File: src/source/psgPkg.sv
`default_nettype none

// ====================
// wave-table fetch path constants
// ====================

package psgPkg;

	// channel count and channel number width
	localparam int numChannels = 8;
	localparam int chanIdxWidth = 3;

	// system memory word address
	localparam int addrWidth = 16;

	// signed sample word as stored in memory
	localparam int sampleWidth = 16;

	// loop length, a length of 0 stands for 256 words
	localparam int lengthWidth = 8;

	// three guard bits hold the sum of eight full-scale samples
	localparam int mixWidth = sampleWidth + 3;

endpackage

`default_nettype wire

File: src/source/psgChannelFetch.sv
`timescale 1ns/1ps
`default_nettype none

module psgChannelFetch (
	input wire clk,
	input wire rst,
	input wire enable,
	input wire [psgPkg::addrWidth-1:0] startAddr,
	input wire [psgPkg::lengthWidth-1:0] length,
	input wire slotFull,
	input wire grant,
	input wire wrote,
	output logic req,
	output logic [psgPkg::addrWidth-1:0] addr
);

	logic [psgPkg::lengthWidth-1:0] index;
	logic [psgPkg::lengthWidth-1:0] lastIndex;
	logic inFlight;

	// length of 0 wraps to 255 here, which gives the 256-word loop
	assign lastIndex = length - 1'b1;

	assign addr = startAddr + {{(psgPkg::addrWidth - psgPkg::lengthWidth){1'b0}}, index};

	// one outstanding fetch per channel, and only into an empty slot
	assign req = enable & ~slotFull & ~inFlight;

	always_ff @(posedge clk) begin
		if (rst) begin
			index <= '0;
			inFlight <= 1'b0;
		end else begin
			if (grant) begin
				inFlight <= 1'b1;
			end else if (wrote) begin
				inFlight <= 1'b0;
			end
			// >= also recovers if length shrinks below the current index
			if (wrote) begin
				if (index >= lastIndex) begin
					index <= '0;
				end else begin
					index <= index + 1'b1;
				end
			end
		end
	end

	// the arbiter may only hand the bus to a channel that is asking for it
	assert property (@(posedge clk) disable iff (rst) grant |-> req)
		else $error("grant without request");

endmodule

`default_nettype wire

File: src/source/psgBusArb.sv
`timescale 1ns/1ps
`default_nettype none

module psgBusArb (
	input wire clk,
	input wire rst,
	input wire ce,
	input wire busy,
	input wire [psgPkg::numChannels-1:0] req,
	output logic [psgPkg::numChannels-1:0] sel,
	output logic [psgPkg::chanIdxWidth-1:0] seln,
	output logic start
);

	logic arbNow;
	logic [psgPkg::numChannels-1:0] winSel;
	logic [psgPkg::chanIdxWidth-1:0] winIdx;

	// the start cycle is still idle on the bus, so skip it as well
	assign arbNow = ce & ~busy & ~start;

	// lowest set bit, channel 0 has top priority
	assign winSel = req & (~req + 1'b1);

	always_comb begin
		winIdx = '0;
		for (int i = psgPkg::numChannels - 1; i >= 0; i--) begin
			if (req[i]) begin
				winIdx = i[psgPkg::chanIdxWidth-1:0];
			end
		end
	end

	// ====================
	// owner register
	// ====================

	always_ff @(posedge clk) begin
		if (rst) begin
			sel <= '0;
			seln <= '0;
			start <= 1'b0;
		end else begin
			start <= 1'b0;
			if (arbNow && (|req)) begin
				sel <= winSel;
				seln <= winIdx;
				start <= 1'b1;
			end
			// no request: last owner stays selected
		end
	end

	assert property (@(posedge clk) disable iff (rst) $onehot0(sel))
		else $error("sel not one-hot");

	assert property (@(posedge clk) disable iff (rst) (busy || !ce) |=> $stable(sel))
		else $error("sel moved while bus busy or ce low");

	// the new owner must have been requesting when it won
	assert property (@(posedge clk) disable iff (rst) start |-> |($past(req) & sel))
		else $error("start for a channel that was not requesting");

endmodule

`default_nettype wire

File: src/source/psgBusMaster.sv
`timescale 1ns/1ps
`default_nettype none

module psgBusMaster (
	input wire clk,
	input wire rst,
	input wire start,
	input wire [psgPkg::chanIdxWidth-1:0] seln,
	input wire [psgPkg::numChannels-1:0][psgPkg::addrWidth-1:0] chanAddr,
	output logic wbCyc,
	output logic wbStb,
	output logic [psgPkg::addrWidth-1:0] wbAdr,
	input wire [psgPkg::sampleWidth-1:0] wbDatIn,
	input wire wbAck,
	output logic busy,
	output logic wrValid,
	output logic [psgPkg::chanIdxWidth-1:0] wrChan,
	output logic [psgPkg::sampleWidth-1:0] wrData
);

	typedef enum logic {
		stIdle,
		stXfer
	} masterState;

	masterState state;
	logic [psgPkg::chanIdxWidth-1:0] chanReg;

	// ====================
	// transfer control
	// ====================

	always_ff @(posedge clk) begin
		if (rst) begin
			state <= stIdle;
			wbStb <= 1'b0;
		end else begin
			case (state)
				stIdle: begin
					if (start) begin
						state <= stXfer;
						wbStb <= 1'b1;
					end
				end
				stXfer: begin
					// classic cycle ends on ack, idle cycle follows
					if (wbAck) begin
						state <= stIdle;
						wbStb <= 1'b0;
					end
				end
				default: state <= stIdle;
			endcase
		end
	end

	// channel and address captured once per transfer
	always_ff @(posedge clk) begin
		if (state == stIdle && start) begin
			chanReg <= seln;
			wbAdr <= chanAddr[seln];
		end
	end

	assign wbCyc = (state == stXfer);
	assign busy = wbCyc;

	// read data goes straight to the buffer on the ack cycle
	assign wrValid = wbCyc & wbAck;
	assign wrChan = chanReg;
	assign wrData = wbDatIn;

	assert property (@(posedge clk) disable iff (rst) wbStb == wbCyc)
		else $error("wbStb differs from wbCyc");

	assert property (@(posedge clk) disable iff (rst) (wbCyc && !wbAck) |=> $stable(wbAdr))
		else $error("wbAdr changed during a wait state");

endmodule

`default_nettype wire

File: src/source/psgSampleBuffer.sv
`timescale 1ns/1ps
`default_nettype none

module psgSampleBuffer (
	input wire clk,
	input wire rst,
	input wire wrValid,
	input wire [psgPkg::chanIdxWidth-1:0] wrChan,
	input wire [psgPkg::sampleWidth-1:0] wrData,
	input wire [psgPkg::numChannels-1:0] pop,
	output logic [psgPkg::numChannels-1:0] full,
	output logic [psgPkg::numChannels-1:0][psgPkg::sampleWidth-1:0] samples
);

	logic [psgPkg::numChannels-1:0] wrHit;

	// one-hot slot select for the incoming word
	always_comb begin
		wrHit = '0;
		wrHit[wrChan] = wrValid;
	end

	// ====================
	// slot state
	// ====================

	// a write on the same edge as a pop keeps the slot full
	always_ff @(posedge clk) begin
		if (rst) begin
			full <= '0;
		end else begin
			full <= wrHit | (full & ~pop);
		end
	end

	always_ff @(posedge clk) begin
		if (wrValid) begin
			samples[wrChan] <= wrData;
		end
	end

	// channels stop requesting while full, so an overwrite means lost samples
	assert property (@(posedge clk) disable iff (rst)
		wrValid |-> !(full[wrChan] && !pop[wrChan]))
		else $error("write into a full slot");

endmodule

`default_nettype wire

File: src/source/psgMixer.sv
`timescale 1ns/1ps
`default_nettype none

module psgMixer (
	input wire clk,
	input wire rst,
	input wire sampleTick,
	input wire [psgPkg::numChannels-1:0] full,
	input wire [psgPkg::numChannels-1:0][psgPkg::sampleWidth-1:0] samples,
	output logic [psgPkg::numChannels-1:0] pop,
	output logic signed [psgPkg::mixWidth-1:0] mixOut,
	output logic mixValid
);

	logic signed [psgPkg::mixWidth-1:0] sum;

	// ====================
	// adder
	// ====================

	// empty slots add nothing
	always_comb begin
		logic signed [psgPkg::mixWidth-1:0] ext;
		sum = '0;
		ext = '0;
		for (int i = 0; i < psgPkg::numChannels; i++) begin
			ext = signed'(samples[i]);
			if (full[i]) begin
				sum = sum + ext;
			end
		end
	end

	// every slot used on this tick is released
	assign pop = full & {psgPkg::numChannels{sampleTick}};

	always_ff @(posedge clk) begin
		if (rst) begin
			mixOut <= '0;
			mixValid <= 1'b0;
		end else begin
			mixValid <= sampleTick;
			if (sampleTick) begin
				mixOut <= sum;
			end
		end
	end

endmodule

`default_nettype wire

File: src/source/psgWaveFetch.sv
`timescale 1ns/1ps
`default_nettype none

module psgWaveFetch (
	input wire clk,
	input wire rst,
	input wire ce,
	input wire sampleTick,
	input wire [psgPkg::numChannels-1:0] chanEnable,
	input wire [psgPkg::numChannels-1:0][psgPkg::addrWidth-1:0] chanStart,
	input wire [psgPkg::numChannels-1:0][psgPkg::lengthWidth-1:0] chanLength,
	output logic wbCyc,
	output logic wbStb,
	output logic [psgPkg::addrWidth-1:0] wbAdr,
	input wire [psgPkg::sampleWidth-1:0] wbDatIn,
	input wire wbAck,
	output logic signed [psgPkg::mixWidth-1:0] mixOut,
	output logic mixValid
);

	logic [psgPkg::numChannels-1:0] req;
	logic [psgPkg::numChannels-1:0] sel;
	logic [psgPkg::chanIdxWidth-1:0] seln;
	logic start;
	logic busy;
	logic [psgPkg::numChannels-1:0][psgPkg::addrWidth-1:0] chanAddr;
	logic [psgPkg::numChannels-1:0] grant;
	logic [psgPkg::numChannels-1:0] wrote;
	logic wrValid;
	logic [psgPkg::chanIdxWidth-1:0] wrChan;
	logic [psgPkg::sampleWidth-1:0] wrData;
	logic [psgPkg::numChannels-1:0] full;
	logic [psgPkg::numChannels-1:0][psgPkg::sampleWidth-1:0] samples;
	logic [psgPkg::numChannels-1:0] pop;

	// sel holds the last owner, so only the start cycle counts as a grant
	assign grant = start ? sel : '0;

	always_comb begin
		wrote = '0;
		wrote[wrChan] = wrValid;
	end

	// ====================
	// channels
	// ====================

	for (genvar i = 0; i < psgPkg::numChannels; i++) begin : genChan
		psgChannelFetch chan (
			.clk(clk),
			.rst(rst),
			.enable(chanEnable[i]),
			.startAddr(chanStart[i]),
			.length(chanLength[i]),
			.slotFull(full[i]),
			.grant(grant[i]),
			.wrote(wrote[i]),
			.req(req[i]),
			.addr(chanAddr[i])
		);
	end

	// ====================
	// bus side
	// ====================

	psgBusArb arb (
		.clk(clk),
		.rst(rst),
		.ce(ce),
		.busy(busy),
		.req(req),
		.sel(sel),
		.seln(seln),
		.start(start)
	);

	psgBusMaster master (
		.clk(clk),
		.rst(rst),
		.start(start),
		.seln(seln),
		.chanAddr(chanAddr),
		.wbCyc(wbCyc),
		.wbStb(wbStb),
		.wbAdr(wbAdr),
		.wbDatIn(wbDatIn),
		.wbAck(wbAck),
		.busy(busy),
		.wrValid(wrValid),
		.wrChan(wrChan),
		.wrData(wrData)
	);

	// sample store and mix
	psgSampleBuffer buffer (
		.clk(clk),
		.rst(rst),
		.wrValid(wrValid),
		.wrChan(wrChan),
		.wrData(wrData),
		.pop(pop),
		.full(full),
		.samples(samples)
	);

	psgMixer mixer (
		.clk(clk),
		.rst(rst),
		.sampleTick(sampleTick),
		.full(full),
		.samples(samples),
		.pop(pop),
		.mixOut(mixOut),
		.mixValid(mixValid)
	);

endmodule

`default_nettype wire

File: config.mk
export PLATFORM = sky130hd
export DESIGN_NAME = psgWaveFetch
export DESIGN_NICKNAME = d
export VERILOG_FILES = /design/src/source/psgPkg.sv /design/src/source/psgChannelFetch.sv /design/src/source/psgBusArb.sv /design/src/source/psgBusMaster.sv /design/src/source/psgSampleBuffer.sv /design/src/source/psgMixer.sv /design/src/source/psgWaveFetch.sv
export SDC_FILE = /design/constraint.sdc
export NUM_CORES = 1
export LEC_CHECK = 0
export BUFFER_PORTS_ARGS = -buffer_cell sky130_fd_sc_hd__buf_2
export CAP_MARGIN = 20
export CORE_MARGIN = 10
export CORE_UTILIZATION = 55
export DETAILED_ROUTE_END_ITERATION = 8
export PLACE_DENSITY_LB_ADDON = 0.3
export SETUP_SLACK_MARGIN = 0.5
export SLEW_MARGIN = 20
export SYNTH_ARGS = -nofsm -noshare
export SYNTH_HDL_FRONTEND = slang
export SYNTH_HIERARCHICAL = 1
export SYNTH_SLANG_ARGS = --single-unit
File: constraint.sdc
create_clock -name clk -period 10.8 [get_ports clk]
set_clock_uncertainty 0.1 [all_clocks]
set_input_delay 2.16 -clock clk [delete_from_list [all_inputs] [get_ports clk]]
set_output_delay 2.16 -clock clk [all_outputs]
set_load 0.05 [all_outputs]
# Word-level counts from Yosys, hierarchy flattened
# Cells that the tools add are included.
# totals
regBits,261
word_cells,191
# op_classes
add_sub_neg,32
order_cmp,11
eq_ne,2
muxes,55
n_bitwise,44
reduce_logical,13
# op_table
operator,count
$mux W19,8
$add A19 B16 Y19,7
$add A16 B8 Y16,8
$bwmux W128,1
$add A8 B1 Y8 const B,9
$mux W8,9
$ge A8 B8 Y1,8
$sub A8 B1 Y8 const B,8
$bmux W16 S3,1
$demux W16 S3,1
$and A8 B8 Y8,4
$mux W16,2
$mux W3,8
$mux W1,22
$and A1 B1 Y1,19
$not A1 Y1,18
$not A8 Y8,2
$reduce_bool A2 Y1,8
$lt A3 B4 Y1 const B,2
$or A8 B8 Y8,1
$reduce_or A8 Y1,1
$pmux W1 S2,2
$demux W1 S3,1
$ge A3 B1 Y1 const B,1
other kinds (4),6

# Longest topological paths before layout
# depth
depth_word,15
depth_mapped,61

# Cells and area by module
# Netlist, hierarchy kept.
# modules_own_cells
mod,n_inst,cells_per_inst,area_each_um2
psgMixer,1,1172,8405.6
psgChannelFetch at genChan[1].chan ...,5,150,1228.7
psgSampleBuffer,1,169,4207.8
psgChannelFetch at genChan[0].chan ...,3,143,1141.1
psgBusMaster,1,100,1841.8
psgBusArb,1,57,548.0
psgWaveFetch,1,16,145.1

# Least setup slack after synthesis
# Ideal clock, no wire load.
# synth_timing
path_type,register to register
start,reg buffer/full[0] (netlist name)
end,reg mixer/mixOut[18] (netlist name)
setup_time_ps,63
t_arrival_ps,10690
required_time_ps,10637
setup_slack_ps,-52
stages_incl_launch_ff,56
n_path_buf,2
synth_period_minus_slack_ps,10852
path_cell_list,dfxtp_1 -> buf_2 -> buf_2 -> and2_1 -> ha_1 -> ha_1 -> a21oi_1 -> nor4_2 -> o311ai_2 -> nor3b_1 -> nor3_1 -> xnor2_1 -> ha_1 -> o21ai_0 -> a22oi_1 -> xor2_1 -> nor2_1 -> a31oi_1 -> (+20 left out) -> nor2_1 -> ha_1 -> a21oi_1 -> nand2b_1 -> o31ai_1 -> xnor2_1 -> nand2_1 -> o21ai_2 -> ha_1 -> and3_1 -> nand3_1 -> o211ai_1 -> a21oi_1 -> o21bai_1 -> mux2_2 -> xor3_1 -> a2111o_1 -> nand3_1
# synth_via
elab_chain_len,15
# synth_rtl
element,line,text
start: declaration,psgSampleBuffer.sv:11,"output logic [psgPkg::numChannels-1:0] full,"
start signal: assignment,psgSampleBuffer.sv:32,full <= wrHit | (full & ~pop);
$mux W19 *,psgMixer.sv:28,if (full[i]) begin
$add A19 B16 Y19,psgMixer.sv:29,sum = sum + ext;
$mux W19 *,psgMixer.sv:28,
$add A19 B16 Y19,psgMixer.sv:29,
$mux W19 *,psgMixer.sv:28,
$add A19 B16 Y19,psgMixer.sv:29,
$mux W19 *,psgMixer.sv:28,
$add A19 B16 Y19,psgMixer.sv:29,
$mux W19 *,psgMixer.sv:28,
$add A19 B16 Y19,psgMixer.sv:29,
$mux W19 *,psgMixer.sv:28,
$add A19 B16 Y19,psgMixer.sv:29,
$mux W19 *,psgMixer.sv:28,
$add A19 B16 Y19,psgMixer.sv:29,
$mux W19 *,psgMixer.sv:28,
end signal: assignment,psgMixer.sv:44,mixOut <= sum;
end: declaration,psgMixer.sv:11,"output logic signed [psgPkg::mixWidth-1:0] mixOut,"
# Every way passes the cells marked *; elsewhere a longest branch is shown, timed or not.
# A chain may end at the register's enable or synchronous reset.

# Worst setup path in the final report
# layout_timing
start,reg buffer/samples[17] (netlist name)
end,reg mixer/mixOut[18] (netlist name)
# layout_via
elab_chain_len,14
# layout_rtl
element,line,text
start: declaration,psgSampleBuffer.sv:12,output logic [psgPkg::numChannels-1:0][psgPkg::sampleWidth-1:0] samples
start signal: indexed assignment,psgSampleBuffer.sv:38,samples[wrChan] <= wrData;
$add A19 B16 Y19 *,psgMixer.sv:29,
$mux W19 *,psgMixer.sv:28,
$add A19 B16 Y19,psgMixer.sv:29,
$mux W19 *,psgMixer.sv:28,
$add A19 B16 Y19,psgMixer.sv:29,
$mux W19 *,psgMixer.sv:28,
$add A19 B16 Y19,psgMixer.sv:29,
$mux W19 *,psgMixer.sv:28,
$add A19 B16 Y19,psgMixer.sv:29,
$mux W19 *,psgMixer.sv:28,
$add A19 B16 Y19,psgMixer.sv:29,
$mux W19 *,psgMixer.sv:28,
$add A19 B16 Y19,psgMixer.sv:29,
$mux W19 *,psgMixer.sv:28,
# Marked as above.

==> reports/metrics.cfg <==
[sta]
setup_viol = 0
worst_pin_slew_ns = 1.062
slew_headroom_pct = 29.21
hold_viol_final = 0
rsz0062_at_grt = true
max_freq_ghz = 0.09415
fin_crit_sh_pct = 98.34
drv_slew = 0
min_period_ns = 10.62

[setup_path]
slowest_stage = edfxtp_1
worstPathArrival_ns = 11.02
crit_required_ns = 11.19
cpMostUsedCell = ha_4
cp_slowest_stage_delay_ns = 0.49
cp-end-kind = register
r2r_slack_ns = 0.18
worstSetupStartpointType = register
cp_max_fo = 4
crit_type = reg2reg

[clocking]
cts-htree-levels = 2
postCtsHoldBufs = 0
cts.clk_slew.worst_paths_ns = 0.06
cts_made_buffers = 34
clkSinkCount = 261
clk_latency_ns = 0.55
clockBufferDepth = 3
clockRootBuffer = clkbuf_16
tritoncts = done

[synth]
netlist.area_leader.share_pct = 17.86
ys_ff_latch = 261
synth-edff-count = 147
yosysMostFrequentCell = ha_1
synth-async-reset-ratio_pct = 0
yosysTopAreaCell = edfxtp_1
synth_cell_types = 117
synthCells = 2693
synth.area.top_cells = edfxtp_1 (18%), ha_1 (14%), dfxtp_1 (9.2%)
synth_area_um2 = 24710
synth.top_cells.by_count = ha_1 (274), nand2_1 (241), a21oi_1 (219)
ys_warn_count = 6
ys.flop_type = edfxtp_1
synth_nets = 3202
syn_avg_cell_area_um2 = 9.177
seq_area_frac_synth_pct = 27.09

[detailed_routing]
drtAntennaViolNets = 0
dr.pass1.iters = 7
vias = 22110
viasPerCell = 6.113
drt_wl_total_mm = 73.63
drt_iter0_markers = 1536
wl_per_cell_um = 20.36
drc = 2

[flow_run]
maxCapViolations = 0

[run_status]
status = finished with violations
failed_checks = DRC

[global_routing]
grtUsageTotal_pct = 26.16
first_global_vias = 22340
antenna_found_initial = 8
overflow = 0
grt_max_degree = 52
grt_first_pass_wirelength_mm = 114.7

[die]
die_h_um = 232.0
start_util_pct = 55.77
core_area_um2 = 44320
pin_count = 259
num_rows = 77
fp.dieArea_um2 = 53810
dieWidth_um = 232.0

[layout]
nets = 3505
syn2layout_area_growth_pct = 17.03
layoutNonFillerInstCount = 3617
drive_above_1_share_pct = 23.34

[place]
place.gp.congestion = 0.9952
hpwl_mm = 56.46
place.port_buffers = 258
dpl.cell_count = 3493

[pwr]
ir_drop_mv = 0.08453
fin_total_pwr_mw = 2.642
powerDensity_nw_per_um2 = 91.34
p_leak_nw = 12.43

[min_path]
hp-class = reg2reg

-- kinds of logic after synthesis --
kind of cell / Yosys count / share of synthesized area [%]
mux: 96 / 6.202
compound gates: 713 / 20.54
simple gates: 803 / 16.26
xor+xnor: 308 / 10.98
fa+ha+maj: 288 / 15.01
buf+inv: 224 / 3.923
flops: 261 / 27.09
-- worst max-delay path: cells and delay by family (launching register included) --
kind,cells,cell delay [ns]
xor+xnor,6,0.94
mux,3,0.91
compound gates,20,3.71
flops,1,0.49
fa+ha+maj,6,1.63
buf+inv,4,0.56
simple gates,14,2.22
-- repair_timing --
item / 4_1_cts / 5_1_grt
pin swaps: 50 / 67
gates resized for setup: 69 / 78
endpoints found under the setup margin: 3 / 8
setup buffers: 42 / 16
hold endpoints to repair: 0 / 0
gates cloned: 0 / 1
-- cells in the final DEF, fill, tap and decap left out, drive strengths merged, types with 12 or more instances in the layout --
| cell | netlist | routed |
|---|---|---|
| xor2 | 126 | 126 |
| buf | 45 | 344 |
| nand3 | 63 | 63 |
| fa | 14 | 14 |
| nor3 | 59 | 59 |
| a21oi | 245 | 245 |
| o21a | 43 | 43 |
| mux4 | 32 | 32 |
| dfxtp | 114 | 114 |
| clkbuf | 33 | 48 |
| nor2 | 187 | 187 |
| and2 | 32 | 32 |
| a21o | 74 | 74 |
| inv | 143 | 146 |
| and3 | 26 | 26 |
| nor3b | 18 | 18 |
| o21ai | 109 | 109 |
| o21bai | 20 | 20 |
| a21boi | 16 | 16 |
| nand2 | 241 | 241 |
| clkinv | 3 | 12 |
| nand2b | 42 | 42 |
| mux2 | 53 | 53 |
| xnor2 | 181 | 181 |
| nand4 | 38 | 38 |
| ha | 274 | 274 |
| edfxtp | 147 | 147 |
| nor2b | 25 | 25 |
| o211ai | 40 | 40 |
| or3 | 20 | 20 |
| a211oi | 26 | 26 |
| a31oi | 32 | 32 |
-- area by class of cell --
type | instances | area, µm²
multi-input cells | 2208 | 17860
fillers | 3578 | 15390
flip-flops and latches | 261 | 6701
repair buffers | 345 | 1982
clock buffers | 47 | 950.9
well taps | 592 | 740.7
inverters | 146 | 548.0
clock inverters | 14 | 127.6
diodes | 4 | 10.01
-- stage by stage --
stage	util [%]	setup TNS (ns)	hold slack, ns	setup slack [ns]	area (µm²)
6_report	65.26	0	0.3536	0.1791	28920
5_1_grt	65.26	-0.5249	0.3870	-0.3152	28920
4_1_cts	64.03	0	0.3515	0.5025	28370
3_5_place_dp	60.15	-0.1020	0.3438	-0.06648	26660
3_3_place_gp	60.15	0	0.3373	0.2541	26660
2_1_floorplan	-	0	0.3249	0.5579	24830
-- metal layers --
layer / up-vias / GRT usage, % / wire (µm)
met4: 8 / 13.15 / 3483
met2: 823 / 45.74 / 36220
li1: 10520 / - / -
met3: 213 / 4.080 / 4504
met5: - / 0 / 56
met1: 10550 / 30.58 / 29370
-- flip-flops by register name, summed over array words and instances, names as in the netlist --
signal / cells
arb/seln: 3
mixer/mixOut: 19
master/wrChan: 3
buffer/full: 8
arb/start: 1
master/wbAdr: 16
genChan.chan/index: 64
genChan.chan/inFlight: 8
buffer/samples: 128
master/busy: 1
mixer/mixValid: 1
arb/sel: 8
master/wbStb: 1
-- report_power, final --
part / leakage [nW] / switching (mW) / internal [mW]
sequential: 2.25 / 0.0158 / 1.06
combinational: 9.65 / 0.248 / 0.183
clock: 0.534 / 0.464 / 0.666
total: 12.4 / 0.729 / 1.91
-- path summary, 6_finish.rpt --
path / start / cells past startpoint / to
min: arb/sel[6] / 2 / arb/sel[6]
min reg2reg: arb/sel[6] / 2 / arb/sel[6]
max: buffer/samples[17] / 53 / mixer/mixOut[18]
max reg2reg: buffer/samples[17] / 53 / mixer/mixOut[18]
No activity file was read; power rests on OpenSTA's default activity.
